`config.mk`:
```
export PLATFORM = sky130hd
export DESIGN_NAME = mastermind_top
export DESIGN_NICKNAME = d
export VERILOG_FILES = /design/src/board_pkg.sv /design/src/game_pkg.sv /design/src/touch_zone_decoder.sv /design/src/code_register.sv /design/src/peg_scorer.sv /design/src/seg7_display.sv /design/src/game_controller.sv /design/src/mastermind_top.sv
export SDC_FILE = /design/constraint.sdc
export NUM_CORES = 1
export LEC_CHECK = 0
export BUFFER_PORTS_ARGS = -buffer_cell sky130_fd_sc_hd__buf_2
export CAP_MARGIN = 0
export CELL_PAD_IN_SITES_DETAIL_PLACEMENT = 1
export CELL_PAD_IN_SITES_GLOBAL_PLACEMENT = 1
export CORE_UTILIZATION = 48
export DETAILED_ROUTE_END_ITERATION = 7
export PLACE_DENSITY_LB_ADDON = 0.2
export SYNTH_ARGS = -nofsm -noshare
export SYNTH_HDL_FRONTEND = slang
export SYNTH_SLANG_ARGS = --single-unit
```
`constraint.sdc`:
```
create_clock -name iCLK_50 -period 17 [get_ports iCLK_50]
set_clock_uncertainty 0.2 [all_clocks]
set_input_delay 5.1 -clock iCLK_50 [delete_from_list [all_inputs] [get_ports iCLK_50]]
set_output_delay 5.1 -clock iCLK_50 [all_outputs]
set_load 0.02 [all_outputs]
```
`src/board_pkg.sv`:
```
// Touch panel and seven-segment definitions shared by the key decoder, the display and the top level
package board_pkg;

	// ==========================================================================
	// Touch panel coordinates
	// ==========================================================================

	localparam int COORD_W = 12;                // ADC coordinate resolution

	typedef logic [COORD_W-1:0] coord_t;        // One axis sample

	typedef struct packed
	{
		coord_t x;                              // Horizontal position
		coord_t y;                              // Vertical position
	} touch_t;

	// ==========================================================================
	// Key strip geometry
	// ==========================================================================

	// Keys live in a strip along the bottom edge of the panel
	localparam coord_t KEY_ROW_Y = 12'd3072;    // Lowest y of the key strip
	localparam int     ZONE_SHIFT = 9;          // Eight slots of 512 along x

	// ==========================================================================
	// Seven-segment display
	// ==========================================================================

	// Segment a in bit 0, segment g in bit 6
	typedef logic [6:0] hex_t;                  // Active low pattern

endpackage

```
`src/game_pkg.sv`:
```
// Game rule constants and types, imported by the decoder, code register, controller, scorer and display
package game_pkg;

	// ==========================================================================
	// Board size and rules
	// ==========================================================================

	localparam int N_PEGS    = 4;               // Columns in a guess row
	localparam int COLOR_W   = 3;               // Bits per colour
	localparam int N_COLORS  = 6;               // Playable colours 0 to 5
	localparam int N_ROUNDS  = 8;               // Guesses before a loss
	localparam int ROUND_W   = 4;               // Holds 0 to N_ROUNDS
	localparam int PEG_CNT_W = 3;               // Holds 0 to N_PEGS

	// ==========================================================================
	// Row and score types
	// ==========================================================================

	typedef logic [COLOR_W-1:0] color_t;

	typedef struct packed
	{
		color_t col3;                           // Rightmost column
		color_t col2;
		color_t col1;
		color_t col0;                           // First column filled
	} guess_t;

	typedef struct packed
	{
		logic [PEG_CNT_W-1:0] black;            // Right colour, right place
		logic [PEG_CNT_W-1:0] white;            // Right colour, wrong place
	} score_t;

	// Key value equals the touch zone slot
	typedef enum logic [2:0]
	{
		KEY_COLOR0, KEY_COLOR1, KEY_COLOR2,
		KEY_COLOR3, KEY_COLOR4, KEY_COLOR5,
		KEY_CLEAR,                              // Empty the row
		KEY_SUBMIT                              // Score the full row
	} key_e;

	typedef struct packed
	{
		logic valid;                            // One cycle per press
		key_e key;
	} press_t;

	typedef enum logic [1:0] {ST_ENTER, ST_WON, ST_LOST, ST_IDLE} game_state_e;

endpackage

```
`src/touch_zone_decoder.sv`:
```
// Maps a strobed touch coordinate onto the key strip and issues a registered one-cycle key press
`timescale 1ns/1ps

module touch_zone_decoder
	import board_pkg::*;
	import game_pkg::*;
(
	input  logic   iCLK_50,                      // 50 MHz system clock
	input  logic   reset,                        // Synchronous, active high
	input  touch_t touch,                        // Coordinate from the panel ADC
	input  logic   new_coord,                    // Coordinate valid strobe
	output press_t press                         // Key press, valid for one cycle
);

	// ==========================================================================
	// Zone lookup
	// ==========================================================================

	coord_t slot;                                // x divided by the zone width
	logic   hit;                                 // Touch lands on a key
	logic   press_valid;
	key_e   press_key;

	// Anything above the strip is the playfield and is dropped
	always_comb
	begin
		slot = touch.x >> ZONE_SHIFT;            // Top bits of x
		hit  = new_coord && (touch.y >= KEY_ROW_Y);
	end

	// ==========================================================================
	// Press register
	// ==========================================================================

	always_ff @(posedge iCLK_50)
	begin
		if (reset)
		begin
			press_valid <= 1'b0;
		end
		else
		begin
			press_valid <= hit;                  // Strobe lasts one cycle
		end
	end

	// Key code only matters while press_valid is high
	always_ff @(posedge iCLK_50)
	begin
		if (hit)
		begin
			press_key <= key_e'(slot[$bits(key_e)-1:0]); // Slot number is the key
		end
	end

	assign press.valid = press_valid;
	assign press.key   = press_key;

endmodule

```
`src/code_register.sv`:
```
// Holds the secret code taken from the switches and flags the start of a new game
`timescale 1ns/1ps

module code_register
	import game_pkg::*;
(
	input  logic   iCLK_50,                      // 50 MHz system clock
	input  logic   reset,                        // Synchronous, active high
	input  guess_t sw_code,                      // Raw switch colours
	input  logic   load_code,                    // Capture request
	output guess_t code,                         // Secret code for the scorer
	output logic   code_loaded                   // One cycle after capture
);

	// Switch values 6 and 7 have no colour and fall back to colour 0
	function automatic color_t clamp(input color_t c);
		return (c < color_t'(N_COLORS)) ? c : '0;
	endfunction

	always_ff @(posedge iCLK_50)
	begin
		if (reset)
		begin
			code        <= '0;
			code_loaded <= 1'b0;
		end
		else
		begin
			code_loaded <= load_code;            // Tells the controller to restart
			if (load_code)
			begin
				code.col0 <= clamp(sw_code.col0);
				code.col1 <= clamp(sw_code.col1);
				code.col2 <= clamp(sw_code.col2);
				code.col3 <= clamp(sw_code.col3);
			end
		end
	end

endmodule

```
`src/peg_scorer.sv`:
```
// Combinational black and white peg count of the guess row against the secret code
`timescale 1ns/1ps

module peg_scorer
	import game_pkg::*;
(
	input  guess_t guess,                        // Row from the controller
	input  guess_t code,                         // Secret code
	output score_t live_score                    // Valid whenever the row is full
);

	logic [PEG_CNT_W-1:0] black_cnt;             // Exact position matches
	logic [PEG_CNT_W-1:0] match_cnt;             // Colour matches in any place

	always_comb
	begin : count
		color_t               g_col [N_PEGS];
		color_t               c_col [N_PEGS];
		logic [PEG_CNT_W-1:0] g_cnt;             // Uses of one colour in guess
		logic [PEG_CNT_W-1:0] c_cnt;             // Uses of one colour in code

		g_col = '{guess.col0, guess.col1, guess.col2, guess.col3};
		c_col = '{code.col0, code.col1, code.col2, code.col3};

		black_cnt = '0;
		for (int i = 0; i < N_PEGS; i++)
		begin
			if (g_col[i] == c_col[i])
				black_cnt = black_cnt + 1'b1;
		end

		// Per colour the smaller occurrence count is the number of hits
		match_cnt = '0;
		for (int c = 0; c < N_COLORS; c++)
		begin
			g_cnt = '0;
			c_cnt = '0;
			for (int i = 0; i < N_PEGS; i++)
			begin
				if (g_col[i] == color_t'(c))
					g_cnt = g_cnt + 1'b1;
				if (c_col[i] == color_t'(c))
					c_cnt = c_cnt + 1'b1;
			end
			match_cnt = match_cnt + ((g_cnt < c_cnt) ? g_cnt : c_cnt);
		end
	end

	assign live_score.black = black_cnt;
	assign live_score.white = match_cnt - black_cnt; // Black pegs are in match_cnt too

endmodule

```
`src/seg7_display.sv`:
```
// Registered active-low seven-segment decode of the white, black and round counts
`timescale 1ns/1ps

module seg7_display
	import board_pkg::*;
	import game_pkg::*;
(
	input  logic               iCLK_50,          // 50 MHz system clock
	input  logic               reset,            // Synchronous, active high
	input  logic [ROUND_W-1:0] round,            // Rows played
	input  score_t             score,            // Last scored row
	output hex_t               hex0,             // White pegs
	output hex_t               hex1,             // Black pegs
	output hex_t               hex2              // Round number
);

	// Hex digit to segments, a in bit 0, low lights a segment
	function automatic hex_t seg_decode(input logic [3:0] val);
		case (val)
			4'h0:    return 7'h40;
			4'h1:    return 7'h79;
			4'h2:    return 7'h24;
			4'h3:    return 7'h30;
			4'h4:    return 7'h19;
			4'h5:    return 7'h12;
			4'h6:    return 7'h02;
			4'h7:    return 7'h78;
			4'h8:    return 7'h00;
			4'h9:    return 7'h10;
			4'hA:    return 7'h08;
			4'hB:    return 7'h03;
			4'hC:    return 7'h46;
			4'hD:    return 7'h21;
			4'hE:    return 7'h06;
			default: return 7'h0E;               // F
		endcase
	endfunction

	always_ff @(posedge iCLK_50)
	begin
		if (reset)
		begin
			hex0 <= '1;                          // Blank
			hex1 <= '1;
			hex2 <= '1;
		end
		else
		begin
			hex0 <= seg_decode(4'(score.white));
			hex1 <= seg_decode(4'(score.black));
			hex2 <= seg_decode(4'(round));
		end
	end

endmodule

```
`src/game_controller.sv`:
```
// Game state machine handling guess entry, clear and submit, round counting and win or loss
`timescale 1ns/1ps

module game_controller
	import game_pkg::*;
(
	input  logic               iCLK_50,          // 50 MHz system clock
	input  logic               reset,            // Synchronous, active high
	input  press_t             press,            // Decoded key press
	input  logic               code_loaded,      // New game pulse
	input  score_t             live_score,       // Score of the current row
	output guess_t             guess,            // Row under entry
	output score_t             score,            // Score of the last submit
	output logic [ROUND_W-1:0] round,            // Rows submitted
	output logic               next_round,       // One cycle per submit
	output game_state_e        state
);

	// ==========================================================================
	// Row helpers
	// ==========================================================================

	logic [PEG_CNT_W-1:0] fill_cnt;              // Columns already filled
	logic                 take_press;            // Press accepted this cycle
	logic                 row_full;
	logic                 last_round;            // Submit ends the game
	logic                 won;                   // Row matches the code

	// Writes colour c into column idx of the row
	function automatic guess_t fill_col(
		input guess_t               row,
		input logic [PEG_CNT_W-1:0] idx,
		input color_t               c
	);
		guess_t r;
		r = row;
		case (idx)
			0:       r.col0 = c;
			1:       r.col1 = c;
			2:       r.col2 = c;
			default: r.col3 = c;
		endcase
		return r;
	endfunction

	always_comb
	begin
		take_press = press.valid && (state == ST_ENTER); // Ignored once game is over
		row_full   = (fill_cnt == PEG_CNT_W'(N_PEGS));
		last_round = (round == ROUND_W'(N_ROUNDS - 1));
		won        = (live_score.black == PEG_CNT_W'(N_PEGS));
	end

	// ==========================================================================
	// Game FSM
	// ==========================================================================

	always_ff @(posedge iCLK_50)
	begin
		if (reset)
		begin
			guess      <= '0;
			fill_cnt   <= '0;
			score      <= '0;
			round      <= '0;
			next_round <= 1'b0;
			state      <= ST_IDLE;               // Waits for a code
		end
		else
		begin
			next_round <= 1'b0;                  // Pulse by default off
			if (code_loaded)
			begin
				// Fresh game wipes everything from the last one
				guess    <= '0;
				fill_cnt <= '0;
				score    <= '0;
				round    <= '0;
				state    <= ST_ENTER;
			end
			else if (take_press)
			begin
				case (press.key)
					KEY_CLEAR:
					begin
						guess    <= '0;
						fill_cnt <= '0;
					end
					KEY_SUBMIT:
					begin
						if (row_full)            // Partial rows are not scored
						begin
							score      <= live_score;
							round      <= round + 1'b1;
							next_round <= 1'b1;
							guess      <= '0;
							fill_cnt   <= '0;
							if (won)
								state <= ST_WON;
							else if (last_round)
								state <= ST_LOST;
						end
					end
					default:
					begin
						if (!row_full)           // Surplus colours dropped
						begin
							guess    <= fill_col(guess, fill_cnt, color_t'(press.key));
							fill_cnt <= fill_cnt + 1'b1;
						end
					end
				endcase
			end
		end
	end

endmodule

```
`src/mastermind_top.sv`:
```
// Game top level connecting touch decoder, secret code register, controller, peg scorer and display
`timescale 1ns/1ps

module mastermind_top
	import board_pkg::*;
	import game_pkg::*;
(
	input  logic               iCLK_50,          // 50 MHz system clock
	input  logic               reset,            // Synchronous, active high
	input  touch_t             touch,            // Panel coordinate pair
	input  logic               new_coord,        // Coordinate strobe
	input  guess_t             sw_code,          // Secret code switches
	input  logic               load_code,        // Start a new game
	output guess_t             guess,            // Row under entry
	output score_t             score,            // Last scored row
	output logic               next_round,       // Row scored pulse
	output logic [ROUND_W-1:0] round,            // Rows played
	output game_state_e        state,
	output hex_t               hex0,             // White pegs
	output hex_t               hex1,             // Black pegs
	output hex_t               hex2              // Round number
);

	press_t press;                               // Decoded key press
	guess_t code;                                // Secret code after clamp
	logic   code_loaded;                         // New game pulse
	score_t live_score;                          // Score of the current row

	touch_zone_decoder u_decoder (
		.iCLK_50    (iCLK_50),
		.reset      (reset),
		.touch      (touch),
		.new_coord  (new_coord),
		.press      (press)
	);

	code_register u_code (
		.iCLK_50     (iCLK_50),
		.reset       (reset),
		.sw_code     (sw_code),
		.load_code   (load_code),
		.code        (code),
		.code_loaded (code_loaded)
	);

	game_controller u_ctrl (
		.iCLK_50     (iCLK_50),
		.reset       (reset),
		.press       (press),
		.code_loaded (code_loaded),
		.live_score  (live_score),
		.guess       (guess),
		.score       (score),
		.round       (round),
		.next_round  (next_round),
		.state       (state)
	);

	peg_scorer u_scorer (
		.guess      (guess),
		.code       (code),
		.live_score (live_score)
	);

	seg7_display u_display (
		.iCLK_50 (iCLK_50),
		.reset   (reset),
		.round   (round),
		.score   (score),
		.hex0    (hex0),
		.hex1    (hex1),
		.hex2    (hex2)
	);

endmodule

```
==> reports/summary.md <==
The die width was 113 um. The tools report the type of origin of the critical path as a flop. Measured in cells, the most critical reg-to-reg path has a length of 22.

At the placement stage, the worst setup path has a slack of 10.43 ns. The count of buffering cells on the critical path with inverters included was 1. Yosys mapped a number of flops with a built-in enable equal to 3. For this run, the slowest stage of the critical path takes 0.62 ns. TritonCTS built the clock tree.

After synthesis, the cell types taking the most area are sky130_fd_sc_hd__dfxtp_1, sky130_fd_sc_hd__ha_1, sky130_fd_sc_hd__xnor2_1. After layout, the minimum clock period comes to 6.51 ns. For the final-stage net count, the log shows 849. The top cell types in the final layout, fill and taps aside, are sky130_fd_sc_hd__ha_1, sky130_fd_sc_hd__inv_1, sky130_fd_sc_hd__buf_2, sky130_fd_sc_hd__dfxtp_1, sky130_fd_sc_hd__nor2_1. The tools report the number of antenna diodes as 0. The detailed router used layers up to and including met4. Once routing completed, OpenROAD measured the worst setup slack at 10.49 ns. After filler insertion, the fill cell instance count of the layout stands at 1,435. The total negative setup slack was 0 ns; the number of hold-repair buffers added at the cts stage was 0. The cell count after synthesis came out at 683. The tools report the cell chosen for the clock root as sky130_fd_sc_hd__clkbuf_16. For the worst path arrival time, the log shows 1.21 ns.

For this design the static power due to leakage is 3.07 nW. The share of async-settable or async-resettable flops after synthesis works out to 0. The H-tree was split into 3 levels. The die is 113 um tall.

The worst max-slew margin expressed relative to the limit is 0.212. For the via count of the first global-routing pass, the log shows 5,290. The startpoint-to-endpoint class of the critical path was reg -> out.

For the total number of placement rows, the log shows 40. For the worst setup path, the data required time is 11.70 ns. The capturing element type of the critical path is an output pin.

Cell type with the largest total area after synthesis: sky130_fd_sc_hd__dfxtp_1. The final global-route overflow total is 0, and the number of antenna violations at the first check in global routing is 0. The detailed-route vias per instance was 5.72; the count of pins on the block boundary was 86.

Detailed routing inserted a total of 4,997 vias. The number of buffers inserted during clock tree synthesis is 9. The mean routed wirelength per cell was 17.8 um; the total power consumption of the routed design was 0.507 mW.

For hold timing, the worst endpoint is u_ctrl.state[0]. The post-synthesis sequential area ratio came out at 0.230. Final cell utilization of the core: 0.543.

Clock-pin slew was measured on the worst setup and hold paths at 0.05 ns. The mapped netlist covers 0.00586 mm2. The number of distinct library cells after synthesis was 56; the slew at the pin with the worst max-slew slack was 1.18 ns.

HPWL after detailed placement: 11.8 mm. The tools report the global-route usage over all layers as 0.259. In this run the worst path has a maximum fanout of 11.

The signal on the critical path passes through buf_2. The total die area is 0.0127 mm2, and the setup violation total in the final timing report is 0. The cell depth of the worst hold path is 1. The startpoint of the worst hold path is u_code.code_loaded.

In this run, the number of DRC markers left after iteration 0 of detailed routing was 160. Detailed-routed wire length on met3: 505 um. Final worst-path cycle share: 0.383. Among cell families on the critical path, the largest total delay comes from flip-flops. Registers take 0.00135 mm2. The pin count of the biggest net entering global routing was 27. In this run the critical register-to-register path is launched from u_ctrl.guess[2]. The clock reaches the later pin of the worst-skew pair after 0.33 ns. The max-cap check violation count is 0. The run finished with clean final reports.

After floorplanning, the core was sized to cover 0.0120 mm2. The most common cell after layout, fill and taps aside was sky130_fd_sc_hd__ha_1. The first TritonRoute pass finished after 4 iterations.

The fraction of final layout cells sized beyond drive strength 1 came out at 0.146. The endpoint of the worst register-to-register path is u_ctrl.score[2]. The number of setup buffers added after CTS is 0. The logs give 154 MHz for the maximum achievable frequency and 0 for the total of warnings raised by yosys. The setup slack of the most critical reg-to-reg path is 10.60 ns. The run gives 2 as the clock tree buffer depth.

Counting every net in the synthesized netlist gives 809. After detailed routing, the number of remaining DRC violations is 0. The count of nets left with antenna violations once routing finished came out at 0. The initial cell density of the core was 0.490. The hold violation total from the final report is 0, and the clock sink count is 66. In the final routing, the length of wire on met1 measures 6.90 mm. The cell with the biggest individual delay on the critical path was sky130_fd_sc_hd__dfxtp_1. The first-pass GRT wire length was 25.7 mm.

Setup repair after global routing left no endpoint under its margin. The placer congestion estimate was 0.810. Summing all multi-input logic gate instances after layout gives 0.00409 mm2.

The logs give 0 for the max-slew violation total from the final report and 0.0587 mV for the peak ir drop on the vdd network. The total of cells resized after clock tree synthesis came out at 0. The area share of the largest cell type after synthesis works out to 0.215. Class of the tightest hold or removal check: reg -> reg. Power spread over the standard cell area amounts to 78.0 mW/mm2.

In this run the mean area of a mapped cell was 8.59 um2. For this run, the leading register cell type out of synthesis is sky130_fd_sc_hd__dfxtp_1. The synthesized design contains 66 register bits.

The run gives 7.91 mm as the wire length on met2. The routed design has 15.6 mm of wire. The number of input and output port buffers inserted was 66; the area added between synthesis and finish was 10.8%.
[registers in the layout, summed over array words and instances, names as in the netlist]
name                   cells
u_decoder.press_valid      1
u_display.hex2             7
u_decoder.press_key        3
u_ctrl.score               6
u_ctrl.guess              12
u_ctrl.round               4
u_code.code_loaded         1
u_display.hex1             7
u_ctrl.fill_cnt            3
u_ctrl.next_round          1
u_code.code               12
u_display.hex0             7
u_ctrl.state               2
[cells by family after synthesis]
group	count (synthesis)	share of synthesized area
AO/OA/AOI/OAI	117	0.125
XOR/XNOR	67	0.121
adder cells (fa/ha/maj)	86	0.191
buffers and inverters	104	0.0728
flip-flops	66	0.230
multiplexers	27	0.0476
AND/OR/NAND/NOR	216	0.213
[cell usage after synthesis (3+ instances only)]
library cell and n:
sky130_fd_sc_hd__ha_1 80, sky130_fd_sc_hd__inv_1 67, sky130_fd_sc_hd__dfxtp_1 63, sky130_fd_sc_hd__nor2_1 51
sky130_fd_sc_hd__a21oi_1 35, sky130_fd_sc_hd__nand2_1 32, sky130_fd_sc_hd__xnor2_1 32, sky130_fd_sc_hd__o21ai_0 26
sky130_fd_sc_hd__xor2_1 26, sky130_fd_sc_hd__nand3b_1 22, sky130_fd_sc_hd__clkbuf_1 20, sky130_fd_sc_hd__mux2i_1 20
sky130_fd_sc_hd__nand3_1 18, sky130_fd_sc_hd__nand2b_1 15, sky130_fd_sc_hd__buf_2 14, sky130_fd_sc_hd__and2_1 12
sky130_fd_sc_hd__nor3_1 11, sky130_fd_sc_hd__a32oi_1 10, sky130_fd_sc_hd__nor3b_1 9, sky130_fd_sc_hd__a21o_1 8
sky130_fd_sc_hd__nor3b_2 8, sky130_fd_sc_hd__mux2_2 7, sky130_fd_sc_hd__o21ai_1 7, sky130_fd_sc_hd__a211oi_1 6
sky130_fd_sc_hd__and3_1 6, sky130_fd_sc_hd__fa_1 6, sky130_fd_sc_hd__nor2b_1 6, sky130_fd_sc_hd__xnor3_1 6
sky130_fd_sc_hd__a31oi_1 4, sky130_fd_sc_hd__and3b_1 4, sky130_fd_sc_hd__nand4_1 4, sky130_fd_sc_hd__nand4b_1 4
sky130_fd_sc_hd__or3_1 4, sky130_fd_sc_hd__edfxtp_1 3, sky130_fd_sc_hd__nor3_2 3, sky130_fd_sc_hd__o21bai_1 3
sky130_fd_sc_hd__o31a_1 3, sky130_fd_sc_hd__or3b_2 3
[routing by layer]
layer / vias to the layer above / global-route usage
met5: - / 0
met4: 0 / 0.0853
met3: 19 / 0.0394
met2: 111 / 0.476
met1: 2465 / 0.308
li1: 2402 / -
[power by group]
group / internal [mW] / switching (mW) / leakage, nW
registers: 0.160 / 0.00629 / 0.544
clock network: 0.116 / 0.0648 / 0.142
logic: 0.0710 / 0.0879 / 2.38
[per-stage QoR]
stage               hold WS [ns]  instance area (um2)  cells
CTS                        0.275                 6490    874
global route               0.303                 6490    874
detailed placement         0.257                 6210    859
floorplan                  0.229                 5860    683
global placement           0.259                 6210    859
finish                     0.274                 6490    874
[final cells by class]
type                    instances  share of cell area
inverters                      67              0.0387
clock buffers                  12              0.0380
clock inverters                 3             0.00616
flip-flops and latches         66               0.208
repair buffers                 66              0.0509
well taps                     147              0.0283
multi-input cells             513               0.630
[worst max path at each step]
stage / from / to / slack [ns] / cells after the start
6_report: u_ctrl.guess[7] / guess[7] / 10.49 / 1
5_1_grt: u_ctrl.guess[4] / u_ctrl.score[2] / 10.30 / 25
4_1_cts: u_ctrl.guess[8] / guess[8] / 10.47 / 1
3_5_place_dp: reset / u_ctrl.score[2] / 10.43 / 3
3_3_place_gp: reset / u_ctrl.score[2] / 10.47 / 3
2_1_floorplan: reset / u_ctrl.fill_cnt[0] / 10.66 / 5
[worst reg2reg max path, stage by stage (launching register included)]
cell                       delay [ns]
sky130_fd_sc_hd__dfxtp_1         0.61
sky130_fd_sc_hd__nor3b_1         0.54
sky130_fd_sc_hd__ha_1            0.37
sky130_fd_sc_hd__xor2_1          0.18
sky130_fd_sc_hd__ha_1            0.28
sky130_fd_sc_hd__mux2_2          0.28
sky130_fd_sc_hd__ha_1            0.31
sky130_fd_sc_hd__o21ai_1         0.07
sky130_fd_sc_hd__a21oi_1         0.21
sky130_fd_sc_hd__o21ai_1         0.09
sky130_fd_sc_hd__o31a_1          0.13
sky130_fd_sc_hd__fa_1            0.49
sky130_fd_sc_hd__fa_1            0.54
sky130_fd_sc_hd__inv_1           0.05
sky130_fd_sc_hd__fa_1            0.56
sky130_fd_sc_hd__inv_1           0.05
sky130_fd_sc_hd__ha_1            0.27
sky130_fd_sc_hd__ha_1            0.21
sky130_fd_sc_hd__xnor2_1         0.18
sky130_fd_sc_hd__xnor2_1         0.16
sky130_fd_sc_hd__xnor2_1         0.17
sky130_fd_sc_hd__xnor2_1         0.09
sky130_fd_sc_hd__a211oi_1        0.27
(Power assumes the default switching activity.)
